$ cat src/logic/io_bridge_pkg.sv
//==========================================================================
// Word addresses in the 0x7000000 I/O window; unmapped words read as zero
// SPI speeds are clocks per half bit, so the SPI rate is clk / (2 * n)
//==========================================================================
package io_bridge_pkg;

    //======================================================================
    // Data types
    //======================================================================
    typedef logic [31:0] bus_word_t;     // CPU data word
    typedef logic [31:0] bus_addr_t;     // CPU address in words
    typedef logic [31:0] timer_count_t;  // Timer reload and count, in clocks
    typedef logic [7:0]  spi_byte_t;     // One SPI transfer

    //======================================================================
    // Address map
    //======================================================================
    // OS timers
    localparam bus_addr_t ADDR_TIMER1_VALUE = 32'h7000002;
    localparam bus_addr_t ADDR_TIMER1_START = 32'h7000003;
    localparam bus_addr_t ADDR_TIMER2_VALUE = 32'h7000004;
    localparam bus_addr_t ADDR_TIMER2_START = 32'h7000005;

    // SPI ports, data and chip-select per port
    localparam bus_addr_t ADDR_SPI0_DATA    = 32'h7000008;
    localparam bus_addr_t ADDR_SPI0_CS      = 32'h7000009;
    localparam bus_addr_t ADDR_SPI1_DATA    = 32'h700000A;
    localparam bus_addr_t ADDR_SPI1_CS      = 32'h700000B;

    localparam bus_addr_t ADDR_BOOT_MODE    = 32'h7000019;  // Read only

    //======================================================================
    // SPI speeds
    //======================================================================
    localparam int SPI_FAST_HALF_BIT = 1;  // Port 0, clk / 2
    localparam int SPI_SLOW_HALF_BIT = 2;  // Port 1, clk / 4

    //======================================================================
    // Sequencer states
    //======================================================================
    // SPI states serve both ports; the port is picked by a select register
    typedef enum logic [2:0]
    {
        IDLE,
        RETURN_ZERO,
        WAIT_SPI_DATA,
        READ_SPI_CS,
        READ_BOOT_MODE
    } bus_state_e;

endpackage
$ cat src/logic/io_bridge.sv
//==========================================================================
// One access in flight; hold addr, data and we until done, no back-pressure
// SPI0 runs at clk / 2 and SPI1 at clk / 4, both mode 0
//==========================================================================
module io_bridge
(
    input  logic                     clk,
    input  logic                     reset,
    input  logic                     i_start,
    input  io_bridge_pkg::bus_addr_t i_addr,
    input  io_bridge_pkg::bus_word_t i_data,
    input  logic                     i_we,
    output io_bridge_pkg::bus_word_t o_q,
    output logic                     o_done,
    input  logic                     i_boot_mode,
    output logic                     o_timer1_int,
    output logic                     o_timer2_int,
    output logic                     o_spi0_clk,
    output logic                     o_spi0_cs,
    output logic                     o_spi0_mosi,
    input  logic                     i_spi0_miso,
    output logic                     o_spi1_clk,
    output logic                     o_spi1_cs,
    output logic                     o_spi1_mosi,
    input  logic                     i_spi1_miso
);
    import io_bridge_pkg::*;

    logic         timer1_set;
    logic         timer1_trigger;
    logic         timer2_set;
    logic         timer2_trigger;
    timer_count_t timer_value;    // Shared by both timers
    logic         spi0_start;
    logic         spi1_start;
    spi_byte_t    spi_tx_byte;    // Shared by both ports
    logic         spi0_cs_we;
    logic         spi1_cs_we;
    logic         spi_cs_value;
    spi_byte_t    spi0_rx_byte;
    spi_byte_t    spi1_rx_byte;
    logic         spi0_done;
    logic         spi1_done;

    bus_sequencer i_sequencer
    (
        .clk              (clk),
        .reset            (reset),
        .i_start          (i_start),
        .i_addr           (i_addr),
        .i_data           (i_data),
        .i_we             (i_we),
        .i_boot_mode      (i_boot_mode),
        .o_q              (o_q),
        .o_done           (o_done),
        .o_timer1_set     (timer1_set),
        .o_timer1_trigger (timer1_trigger),
        .o_timer2_set     (timer2_set),
        .o_timer2_trigger (timer2_trigger),
        .o_timer_value    (timer_value),
        .o_spi0_start     (spi0_start),
        .o_spi1_start     (spi1_start),
        .o_spi_tx_byte    (spi_tx_byte),
        .o_spi0_cs_we     (spi0_cs_we),
        .o_spi1_cs_we     (spi1_cs_we),
        .o_spi_cs_value   (spi_cs_value),
        .i_spi0_cs        (o_spi0_cs),
        .i_spi1_cs        (o_spi1_cs),
        .i_spi0_rx_byte   (spi0_rx_byte),
        .i_spi1_rx_byte   (spi1_rx_byte),
        .i_spi0_done      (spi0_done),
        .i_spi1_done      (spi1_done)
    );

    //======================================================================
    // Peripherals
    //======================================================================
    os_timer i_timer1
    (
        .clk         (clk),
        .reset       (reset),
        .i_set       (timer1_set),
        .i_value     (timer_value),
        .i_trigger   (timer1_trigger),
        .o_interrupt (o_timer1_int)
    );

    os_timer i_timer2
    (
        .clk         (clk),
        .reset       (reset),
        .i_set       (timer2_set),
        .i_value     (timer_value),
        .i_trigger   (timer2_trigger),
        .o_interrupt (o_timer2_int)
    );

    spi_port #(.CLKS_PER_HALF_BIT (SPI_FAST_HALF_BIT)) i_spi0
    (
        .clk          (clk),
        .reset        (reset),
        .i_data_start (spi0_start),
        .i_tx_byte    (spi_tx_byte),
        .i_cs_we      (spi0_cs_we),
        .i_cs_value   (spi_cs_value),
        .i_miso       (i_spi0_miso),
        .o_cs         (o_spi0_cs),
        .o_rx_byte    (spi0_rx_byte),
        .o_done       (spi0_done),
        .o_spi_clk    (o_spi0_clk),
        .o_mosi       (o_spi0_mosi)
    );

    spi_port #(.CLKS_PER_HALF_BIT (SPI_SLOW_HALF_BIT)) i_spi1
    (
        .clk          (clk),
        .reset        (reset),
        .i_data_start (spi1_start),
        .i_tx_byte    (spi_tx_byte),
        .i_cs_we      (spi1_cs_we),
        .i_cs_value   (spi_cs_value),
        .i_miso       (i_spi1_miso),
        .o_cs         (o_spi1_cs),
        .o_rx_byte    (spi1_rx_byte),
        .o_done       (spi1_done),
        .o_spi_clk    (o_spi1_clk),
        .o_mosi       (o_spi1_mosi)
    );

endmodule

$ cat src/logic/bus_sequencer.sv
//==========================================================================
// i_start is only looked at in IDLE; fixed accesses finish 2 clocks later
// An SPI data write finishes one clock after the port reports done
//==========================================================================
module bus_sequencer
(
    input  logic                        clk,
    input  logic                        reset,
    input  logic                        i_start,
    input  io_bridge_pkg::bus_addr_t    i_addr,
    input  io_bridge_pkg::bus_word_t    i_data,
    input  logic                        i_we,
    input  logic                        i_boot_mode,
    output io_bridge_pkg::bus_word_t    o_q,
    output logic                        o_done,
    output logic                        o_timer1_set,
    output logic                        o_timer1_trigger,
    output logic                        o_timer2_set,
    output logic                        o_timer2_trigger,
    output io_bridge_pkg::timer_count_t o_timer_value,
    output logic                        o_spi0_start,
    output logic                        o_spi1_start,
    output io_bridge_pkg::spi_byte_t    o_spi_tx_byte,
    output logic                        o_spi0_cs_we,
    output logic                        o_spi1_cs_we,
    output logic                        o_spi_cs_value,
    input  logic                        i_spi0_cs,
    input  logic                        i_spi1_cs,
    input  io_bridge_pkg::spi_byte_t    i_spi0_rx_byte,
    input  io_bridge_pkg::spi_byte_t    i_spi1_rx_byte,
    input  logic                        i_spi0_done,
    input  logic                        i_spi1_done
);
    import io_bridge_pkg::*;

    bus_state_e state;
    logic       settle;       // First cycle after IDLE, lets cs writes land
    logic       spi_sel;      // 0 = SPI0, 1 = SPI1
    logic       spi_pending;  // Waiting on a transfer

    logic       addr_spi1;
    logic       sel_done;
    logic       sel_cs;
    spi_byte_t  sel_rx;

    assign addr_spi1 = (i_addr == ADDR_SPI1_DATA) || (i_addr == ADDR_SPI1_CS);
    assign sel_done  = spi_sel ? i_spi1_done : i_spi0_done;
    assign sel_cs    = spi_sel ? i_spi1_cs : i_spi0_cs;
    assign sel_rx    = spi_sel ? i_spi1_rx_byte : i_spi0_rx_byte;

    // Command payloads, only meaningful alongside their strobes
    always_ff @(posedge clk)
    begin
        if (state == IDLE && i_start)
        begin
            o_timer_value  <= i_data;
            o_spi_tx_byte  <= i_data[7:0];
            o_spi_cs_value <= i_data[0];
        end
    end

    //======================================================================
    // Access FSM
    //======================================================================
    always_ff @(posedge clk)
    begin
        if (reset)
        begin
            state            <= IDLE;
            settle           <= 1'b0;
            spi_sel          <= 1'b0;
            spi_pending      <= 1'b0;
            o_q              <= '0;
            o_done           <= 1'b0;
            o_timer1_set     <= 1'b0;
            o_timer1_trigger <= 1'b0;
            o_timer2_set     <= 1'b0;
            o_timer2_trigger <= 1'b0;
            o_spi0_start     <= 1'b0;
            o_spi1_start     <= 1'b0;
            o_spi0_cs_we     <= 1'b0;
            o_spi1_cs_we     <= 1'b0;
        end
        else
        begin
            // Strobes are single cycle
            o_q              <= '0;
            o_done           <= 1'b0;
            settle           <= 1'b0;
            o_timer1_set     <= 1'b0;
            o_timer1_trigger <= 1'b0;
            o_timer2_set     <= 1'b0;
            o_timer2_trigger <= 1'b0;
            o_spi0_start     <= 1'b0;
            o_spi1_start     <= 1'b0;
            o_spi0_cs_we     <= 1'b0;
            o_spi1_cs_we     <= 1'b0;

            case (state)
                IDLE:
                begin
                    if (i_start)
                    begin
                        settle <= 1'b1;
                        state  <= RETURN_ZERO;  // Unless decoded below
                        case (i_addr)
                            ADDR_TIMER1_VALUE: o_timer1_set     <= 1'b1;
                            ADDR_TIMER1_START: o_timer1_trigger <= 1'b1;
                            ADDR_TIMER2_VALUE: o_timer2_set     <= 1'b1;
                            ADDR_TIMER2_START: o_timer2_trigger <= 1'b1;
                            ADDR_SPI0_DATA, ADDR_SPI1_DATA:
                            begin
                                spi_sel      <= addr_spi1;
                                spi_pending  <= i_we;
                                o_spi0_start <= i_we && !addr_spi1;
                                o_spi1_start <= i_we && addr_spi1;
                                state        <= WAIT_SPI_DATA;
                            end
                            ADDR_SPI0_CS, ADDR_SPI1_CS:
                            begin
                                spi_sel      <= addr_spi1;
                                o_spi0_cs_we <= i_we && !addr_spi1;
                                o_spi1_cs_we <= i_we && addr_spi1;
                                state        <= READ_SPI_CS;
                            end
                            ADDR_BOOT_MODE: state <= READ_BOOT_MODE;
                            default: ;  // Reserved and out of range read zero
                        endcase
                    end
                end

                RETURN_ZERO:
                begin
                    if (!settle)
                    begin
                        o_done <= 1'b1;
                        state  <= IDLE;
                    end
                end

                WAIT_SPI_DATA:
                begin
                    // A read just returns the byte held from the last transfer
                    if (spi_pending ? sel_done : !settle)
                    begin
                        o_done      <= 1'b1;
                        o_q         <= {24'd0, sel_rx};
                        spi_pending <= 1'b0;
                        state       <= IDLE;
                    end
                end

                READ_SPI_CS:
                begin
                    if (!settle)
                    begin
                        o_done <= 1'b1;
                        o_q    <= {31'd0, sel_cs};
                        state  <= IDLE;
                    end
                end

                READ_BOOT_MODE:
                begin
                    if (!settle)
                    begin
                        o_done <= 1'b1;
                        o_q    <= {31'd0, i_boot_mode};
                        state  <= IDLE;
                    end
                end

                default: state <= IDLE;
            endcase
        end
    end

endmodule

$ cat src/logic/spi_port.sv
//==========================================================================
// Chip-select is CPU driven only; a transfer never touches it
// cs resets high (deselected) and updates on the edge after the write
//==========================================================================
module spi_port
#(
    parameter int CLKS_PER_HALF_BIT = 1
)
(
    input  logic                     clk,
    input  logic                     reset,
    input  logic                     i_data_start,
    input  io_bridge_pkg::spi_byte_t i_tx_byte,
    input  logic                     i_cs_we,
    input  logic                     i_cs_value,
    input  logic                     i_miso,
    output logic                     o_cs,
    output io_bridge_pkg::spi_byte_t o_rx_byte,
    output logic                     o_done,
    output logic                     o_spi_clk,
    output logic                     o_mosi
);

    always_ff @(posedge clk)
    begin
        if (reset)
        begin
            o_cs <= 1'b1;
        end
        else if (i_cs_we)
        begin
            o_cs <= i_cs_value;
        end
    end

    spi_byte_master
    #(
        .CLKS_PER_HALF_BIT (CLKS_PER_HALF_BIT)
    )
    i_shifter
    (
        .clk       (clk),
        .reset     (reset),
        .i_start   (i_data_start),
        .i_tx_byte (i_tx_byte),
        .i_miso    (i_miso),
        .o_done    (o_done),
        .o_rx_byte (o_rx_byte),
        .o_spi_clk (o_spi_clk),
        .o_mosi    (o_mosi)
    );

endmodule

$ cat src/logic/spi_byte_master.sv
//==========================================================================
// SPI mode 0, one byte MSB first, 16 * CLKS_PER_HALF_BIT clocks per byte
// CLKS_PER_HALF_BIT must be 1 or more; start is ignored while busy
//==========================================================================
module spi_byte_master
#(
    parameter int CLKS_PER_HALF_BIT = 1
)
(
    input  logic                     clk,
    input  logic                     reset,
    input  logic                     i_start,
    input  io_bridge_pkg::spi_byte_t i_tx_byte,
    input  logic                     i_miso,
    output logic                     o_done,
    output io_bridge_pkg::spi_byte_t o_rx_byte,
    output logic                     o_spi_clk,
    output logic                     o_mosi
);
    import io_bridge_pkg::*;

    localparam int DIV_W = $clog2(CLKS_PER_HALF_BIT + 1);

    logic [DIV_W-1:0] div_count;   // Clocks within the half bit
    logic [4:0]       edges_left;  // SPI clock edges still to go
    logic             busy;
    spi_byte_t        shift_reg;
    logic             miso_bit;    // Sampled on the rising edge

    logic half_tick;
    logic rise;
    logic fall;
    logic last_fall;

    assign half_tick = busy && div_count == DIV_W'(CLKS_PER_HALF_BIT - 1);
    assign rise      = half_tick && !o_spi_clk;
    assign fall      = half_tick && o_spi_clk;
    assign last_fall = fall && edges_left == 5'd1;

    //======================================================================
    // Clock generation and control
    //======================================================================
    always_ff @(posedge clk)
    begin
        if (reset)
        begin
            busy       <= 1'b0;
            div_count  <= '0;
            edges_left <= '0;
            o_spi_clk  <= 1'b0;
            o_mosi     <= 1'b0;
            o_done     <= 1'b0;
        end
        else
        begin
            o_done <= 1'b0;
            if (!busy)
            begin
                if (i_start)
                begin
                    busy       <= 1'b1;
                    div_count  <= '0;
                    edges_left <= 5'd16;
                    o_mosi     <= i_tx_byte[7];  // MSB ready before first rise
                end
            end
            else if (half_tick)
            begin
                div_count  <= '0;
                o_spi_clk  <= ~o_spi_clk;
                edges_left <= edges_left - 1'b1;
                if (last_fall)
                begin
                    busy   <= 1'b0;
                    o_done <= 1'b1;
                    o_mosi <= 1'b0;
                end
                else if (fall)
                begin
                    o_mosi <= shift_reg[6];  // Next bit out
                end
            end
            else
            begin
                div_count <= div_count + 1'b1;
            end
        end
    end

    // Shared shift register, tx bits leave at the top as rx bits enter below
    always_ff @(posedge clk)
    begin
        if (!busy && i_start)
        begin
            shift_reg <= i_tx_byte;
        end
        else if (fall)
        begin
            shift_reg <= {shift_reg[6:0], miso_bit};
        end

        if (rise)
        begin
            miso_bit <= i_miso;
        end

        if (last_fall)
        begin
            o_rx_byte <= {shift_reg[6:0], miso_bit};  // Held until next byte
        end
    end

endmodule

$ cat src/logic/os_timer.sv
//==========================================================================
// One-shot timer. A trigger while running restarts the count from reload
// A reload value of 0 fires on the cycle after the trigger
//==========================================================================
module os_timer
(
    input  logic                        clk,
    input  logic                        reset,
    input  logic                        i_set,
    input  io_bridge_pkg::timer_count_t i_value,
    input  logic                        i_trigger,
    output logic                        o_interrupt
);
    import io_bridge_pkg::*;

    timer_count_t reload;
    timer_count_t count;
    logic         running;

    // Reload value and countdown
    always_ff @(posedge clk)
    begin
        if (i_set)
        begin
            reload <= i_value;
        end

        if (i_trigger)
        begin
            count <= reload;
        end
        else if (running && count != '0)
        begin
            count <= count - 1'b1;
        end
    end

    // Run flag and expiry pulse
    always_ff @(posedge clk)
    begin
        if (reset)
        begin
            running     <= 1'b0;
            o_interrupt <= 1'b0;
        end
        else
        begin
            o_interrupt <= 1'b0;
            if (i_trigger)
            begin
                running <= 1'b1;
            end
            else if (running && count <= timer_count_t'(1))
            begin
                running     <= 1'b0;  // One shot, stop here
                o_interrupt <= 1'b1;
            end
        end
    end

endmodule

$ cat config.mk
export PLATFORM = sky130hd
export DESIGN_NAME = io_bridge
export DESIGN_NICKNAME = d
export VERILOG_FILES = /design/src/logic/io_bridge_pkg.sv /design/src/logic/io_bridge.sv /design/src/logic/bus_sequencer.sv /design/src/logic/spi_port.sv /design/src/logic/spi_byte_master.sv /design/src/logic/os_timer.sv
export SDC_FILE = /design/constraint.sdc
export NUM_CORES = 1
export LEC_CHECK = 0
export BUFFER_PORTS_ARGS = -buffer_cell sky130_fd_sc_hd__buf_2
export CAP_MARGIN = 25
export CORE_MARGIN = 5
export CORE_UTILIZATION = 62
export CTS_BUF_LIST = sky130_fd_sc_hd__clkbuf_8 sky130_fd_sc_hd__clkbuf_16
export DETAILED_ROUTE_END_ITERATION = 8
export PLACE_DENSITY = 0.83
export SLEW_MARGIN = 20
export SYNTH_ARGS = -nofsm -noshare
export SYNTH_HDL_FRONTEND = slang
export SYNTH_SLANG_ARGS = --single-unit
$ cat constraint.sdc
create_clock -name clk -period 5.6 [get_ports clk]
set_input_delay 0.56 -clock clk [delete_from_list [all_inputs] [get_ports clk]]
set_output_delay 0.56 -clock clk [all_outputs]
set_load 0.01 [all_outputs]
* Word level (Yosys, flattened, before mapping)
Index checks and enable logic that the tools add are counted.
** Storage, ports and cells
- Flip-flop bits (word level) :: 275
- Bits of input ports :: 71
- Output and inout port bits :: 41
- Logic and storage cells :: 216
** Cells by class
- $add $sub $neg :: 6
- Magnitude comparators :: 2
- Equal/unequal tests :: 24
- Mux-type cells :: 71
- Bitwise gates (word level) :: 11
- Reductions and logical operators :: 57
** Operators with widths (count)
- == test 32 x 27 -> 1 bit, second input constant :: 9
- 2-to-1 mux 32 bit :: 4
- one-hot mux 32 bit (3 select lines) :: 1
- less-or-equal comparator 32 x 1 -> 1 bit, second input constant :: 2
- nonzero test 32 bit :: 2
- subtractor 32 x 1 -> 32 bit, second input constant :: 2
- 2-to-1 mux 1 bit :: 44
- 2-to-1 mux 5 bit :: 6
- 2-to-1 mux 7 bit :: 4
- one-hot mux 3 bit (3 select lines) :: 2
- nonzero test 2 bit :: 9
- logical AND 1 bit :: 17
- 2-to-1 mux 8 bit :: 2
- AND reduction 3 bit :: 4
- OR reduction 3 bit :: 4
- OR reduction 4 bit :: 3
- NOT 1 bit :: 11
- == test 5 x 1 -> 1 bit, second input constant :: 2
- OR reduction 2 bit :: 5
- subtractor 5 x 1 -> 5 bit, second input constant :: 2
- 2-to-1 mux 3 bit :: 3
- AND reduction 2 bit :: 4
- == test 3 x 2 -> 1 bit, second input constant :: 2
- logical NOT 1 bit :: 6
- other kinds (13) :: 21

* Longest topological paths before layout
- Depth after elaboration :: 7
- Depth in mapped cells :: 7
- Mapped depth without buffers :: 6

* Hierarchy
From an unflattened synthesis, not the netlist that was laid out.
** Second synthesis, totals
- Cells, all modules :: 864
- Area, all modules :: 10890.4 um^2
** Modules (own cells, without submodules)
- os_timer (i_timer2) :: times used 1, cells each 255, area each 3180.6 um^2, sequential area each 1961.9 um^2
- os_timer (i_timer1) :: times used 1, cells each 266, area each 3168.0 um^2, sequential area each 1961.9 um^2
- bus_sequencer :: times used 1, cells each 176, area each 2317.2 um^2, sequential area each 1421.4 um^2
- spi_byte_master (i_spi1.i_shifter) :: times used 1, cells each 82, area each 1102.3 um^2, sequential area each 700.7 um^2
- spi_byte_master (i_spi0.i_shifter) :: times used 1, cells each 79, area each 1052.3 um^2, sequential area each 680.7 um^2
- spi_port :: times used 2, cells each 3, area each 35.0 um^2, sequential area each 20.0 um^2

* Least setup slack after synthesis
No wires, ideal clock.
- Kind :: register to register
- Start point :: register i_timer1.count[10]
- End point :: register i_timer1.count[0], enable pin
- Setup time :: 0.432 ns
- Arrival time :: 2.817 ns
- Required time :: 5.168 ns
- Slack :: 2.351 ns
- Stages on the path, launching flop included :: 7
- Buffers on the path :: 2
- Clock period less this slack :: 3.249 ns
- Path through :: edfxtp_1 -> clkbuf_1 -> nor4_1 -> nand4b_1 -> clkbuf_1 -> nor4_1 -> a21oi_1
** On the way
- Word-level cells in the longest chain between the ends :: 3
** Ends and longest elaborated chain
- start, declared :: RTL line os_timer.sv:17 : timer_count_t count;
- start signal, assigned :: RTL line os_timer.sv:30 : count <= reload;
- start signal, assigned :: RTL line os_timer.sv:34 : count <= count - 1'b1;
- nonzero test 32 bit :: RTL line os_timer.sv:32 : else if (running && count != '0)
- logical AND 1 bit :: RTL line os_timer.sv:32
- nonzero test 2 bit (no source line)
Every way passes these cells.
A chain may end at the register's enable or synchronous reset.

* Worst setup path in the final report
- Start point :: register i_timer1.count[11]
- End point :: register i_timer1.count[19], enable pin
Same word-level chain as after synthesis.

==> flow_summary.json <==
{
  "outcome": "complete, no violations",
  "netlist_area_um2": 10400,
  "power.total_mw": 3.73,
  "pwr-share-clk": 0.457,
  "worst_slew_pin_slew_ns": 0.910,
  "clockBufferDepth": 3,
  "cap_violations": 0,
  "final_cell_mix": "edfxtp_1, buf_2, nand2_1, nor2_1, dfxtp_1",
  "min_period_ns": 3.41,
  "die_w_um": 140,
  "first_pass_iters": 7,
  "critPathArrivalTime_ns": 3.68,
  "drc": 0,
  "hp-class": "in2reg",
  "grt_pass1_wl_um": 36900,
  "dieArea_um2": 19500,
  "io_pins": 112,
  "crit_path_end_kind": "register",
  "ys_types": 59,
  "viasPerCell": 6.13,
  "final_nets": 1016,
  "setup_slack_ns": 2.19,
  "final.setup_skew_ns": 0.00737,
  "core_um2": 16500,
  "max-slew-margin-rel": 0.393,
  "cp.required_ns": 5.87,
  "start_util": 0.631,
  "final_cell_area_um2": 11900,
  "rrSetupSlack_ns": 2.19,
  "diodes": 0,
  "cts_sinks": 242,
  "area_growth_pct": 13.8,
  "clk_latency_ns": 0.53,
  "ys_warn_count": 0,
  "vdd_drop_max_mv": 0.294,
  "rsz0062_at_grt": "false",
  "finalSetupTns_ns": 0,
  "routabilityCongestion": 0.853,
  "fp-row-count": 47,
  "p_sw_mw": 0.745,
  "synth-seq-cells": 242,
  "pwr-share-comb": 0.016,
  "placedCellCount": 1128,
  "grt_pass1_vias": 6982,
  "slew_viol_final": 0,
  "grt.total_usage": 0.235,
  "cts_setup_buffers": 0,
  "drt-initial-drc-count": 578,
  "post-route-period-util": 0.610,
  "drtAntennaViolNets": 0,
  "final_common_cell": "edfxtp_1",
  "synthCells": 848,
  "holdWs_ns": 0.205,
  "vias": 7180,
  "cts_made_buffers": 24,
  "async_flop_share": 0,
  "worst-path-max-fanout": 17,
  "antenna_found_initial": 0,
  "grt_max_degree": 36,
  "ys.flop_type": "edfxtp_1",
  "cts_tree": "built",
  "numPortBuffers": 87,
  "drive_above_1_share": 0.165,
  "clkTransAtPathRegs_ns": 0.06,
  "dpl_cell_area_um2": 11000,
  "worstSetupPathType": "reg2reg",
  "leakage_nw": 3.99,
  "power_density_nw_per_um2": 314,
  "h-tree-depth": 1,
  "hold_viol": 0,
  "overflow": 0,
  "avgSynthCellArea_um2": 12.3,
  "p_int_mw": 2.98,
  "cts_hold_buffers": 0,
  "drt_wl_total_um": 23000,
  "root_buffer": "clkbuf_16",
  "utilization": 0.718,
  "max_freq_mhz": 293,
  "die_h_um": 140,
  "start_kind": "register",
  "wl_per_cell_um": 19.6,
  "synth_edf_count": 192,
  "swShare": 0.200,
  "synth-seq-area-share": 0.649,
  "cts_resized": 0,
  "p_seq_frac": 0.527,
  "dp_hpwl_um": 15100,
  "setup_viol": 0,
  "dp_slack_ns": 2.27,
  "final_cells": 1172,
  "fill_cells": 1093
}
power by group through the flow:
stage / clock, mW / combinational [mW] / sequential (mW)
after detailed placement: 0 / 0.0581 / 2.00
after global placement: 0 / 0.0571 / 2.00
final: 1.70 / 0.0603 / 1.96
after CTS: 1.72 / 0.0592 / 1.96
after global routing: 1.81 / 0.0658 / 1.96
after floorplan: 0 / 0.0367 / 1.99
synth_stat cells, types with 2 or more instances:
| master | number | area [um^2] |
|---|---|---|
| nand3_1 | 22 | 110 |
| nand4b_1 | 4 | 35.0 |
| o21a_1 | 2 | 15.0 |
| o22a_1 | 2 | 17.5 |
| a21o_1 | 4 | 30.0 |
| and4_1 | 3 | 26.3 |
| o31ai_1 | 21 | 158 |
| a211o_1 | 2 | 17.5 |
| clkinv_1 | 2 | 7.51 |
| o311ai_1 | 6 | 52.6 |
| nand4_1 | 12 | 75.1 |
| nor4b_1 | 4 | 35.0 |
| o21ai_1 | 11 | 55.1 |
| mux2i_1 | 13 | 130 |
| nor3_1 | 23 | 115 |
| edfxtp_1 | 192 | 5770 |
| nor2b_1 | 2 | 12.5 |
| or2_2 | 8 | 50.1 |
| nor3b_1 | 2 | 15.0 |
| buf_2 | 2 | 10.0 |
| or4b_1 | 3 | 30.0 |
| nor2_1 | 73 | 274 |
| a21oi_1 | 13 | 65.1 |
| a311oi_1 | 2 | 17.5 |
| o41ai_1 | 4 | 35.0 |
| nand2b_1 | 10 | 62.6 |
| o21ai_0 | 21 | 105 |
| inv_1 | 22 | 82.6 |
| nand3b_1 | 3 | 22.5 |
| xor2_1 | 8 | 70.1 |
| mux2_2 | 9 | 101 |
| or4_1 | 43 | 323 |
| or3_1 | 14 | 87.6 |
| xnor2_1 | 17 | 149 |
| a211oi_1 | 2 | 15.0 |
| clkbuf_1 | 32 | 120 |
| a31oi_1 | 23 | 144 |
| o211ai_1 | 11 | 82.6 |
| nand2_1 | 76 | 285 |
| or4_4 | 2 | 22.5 |
| buf_4 | 24 | 180 |
| dfxtp_1 | 50 | 1000 |
| nor4_1 | 24 | 150 |
| ha_1 | 10 | 125 |
layer usage:
layer  track usage  routed length (um)
met5             0                   0
met1         0.322                9350
met2         0.385               11300
met3        0.0367                1580
met4        0.0862                 748
worst max-delay path, stage by stage (launching register included):
cell,delay (ns)
edfxtp_1,0.48
nor4_1,0.66
nand4b_1,0.61
nor4_1,0.71
a21oi_2,0.37
buf_4,0.32
cell type report:
| cell class | count | area, um^2 | area share |
|---|---|---|---|
| clock buffer | 28 | 678 | 0.0572 |
| multi-input combinational | 547 | 3350 | 0.282 |
| inverter | 24 | 90.1 | 0.00760 |
| timing repair buffer | 96 | 520 | 0.0439 |
| tap | 220 | 275 | 0.0232 |
| sequential | 242 | 6770 | 0.571 |
| clock inverter | 15 | 180 | 0.0152 |
logic make-up after synthesis:
family,after synthesis,synth area share
AND/OR/NAND/NOR,336,0.173
flip-flops,242,0.649
AO/OA/AOI/OAI,130,0.0833
buffers and inverters,82,0.0384
XOR/XNOR,25,0.0210
multiplexers,22,0.0222
adder cells (fa/ha/maj),10,0.0120
other,1,0.000360
final timing paths:
| check | to | depth (start not counted) | start |
|---|---|---|---|
| min | i_spi1.i_shifter.miso_bit | 1 | i_spi1_miso |
| max | i_timer1.count[19] | 5 | i_timer1.count[11] |
| min reg2reg | i_spi1.i_shifter.o_rx_byte[0] | 0 | i_spi1.i_shifter.miso_bit |
| max reg2reg | i_timer1.count[19] | 5 | i_timer1.count[11] |
Power figures use the tool's default switching activity.
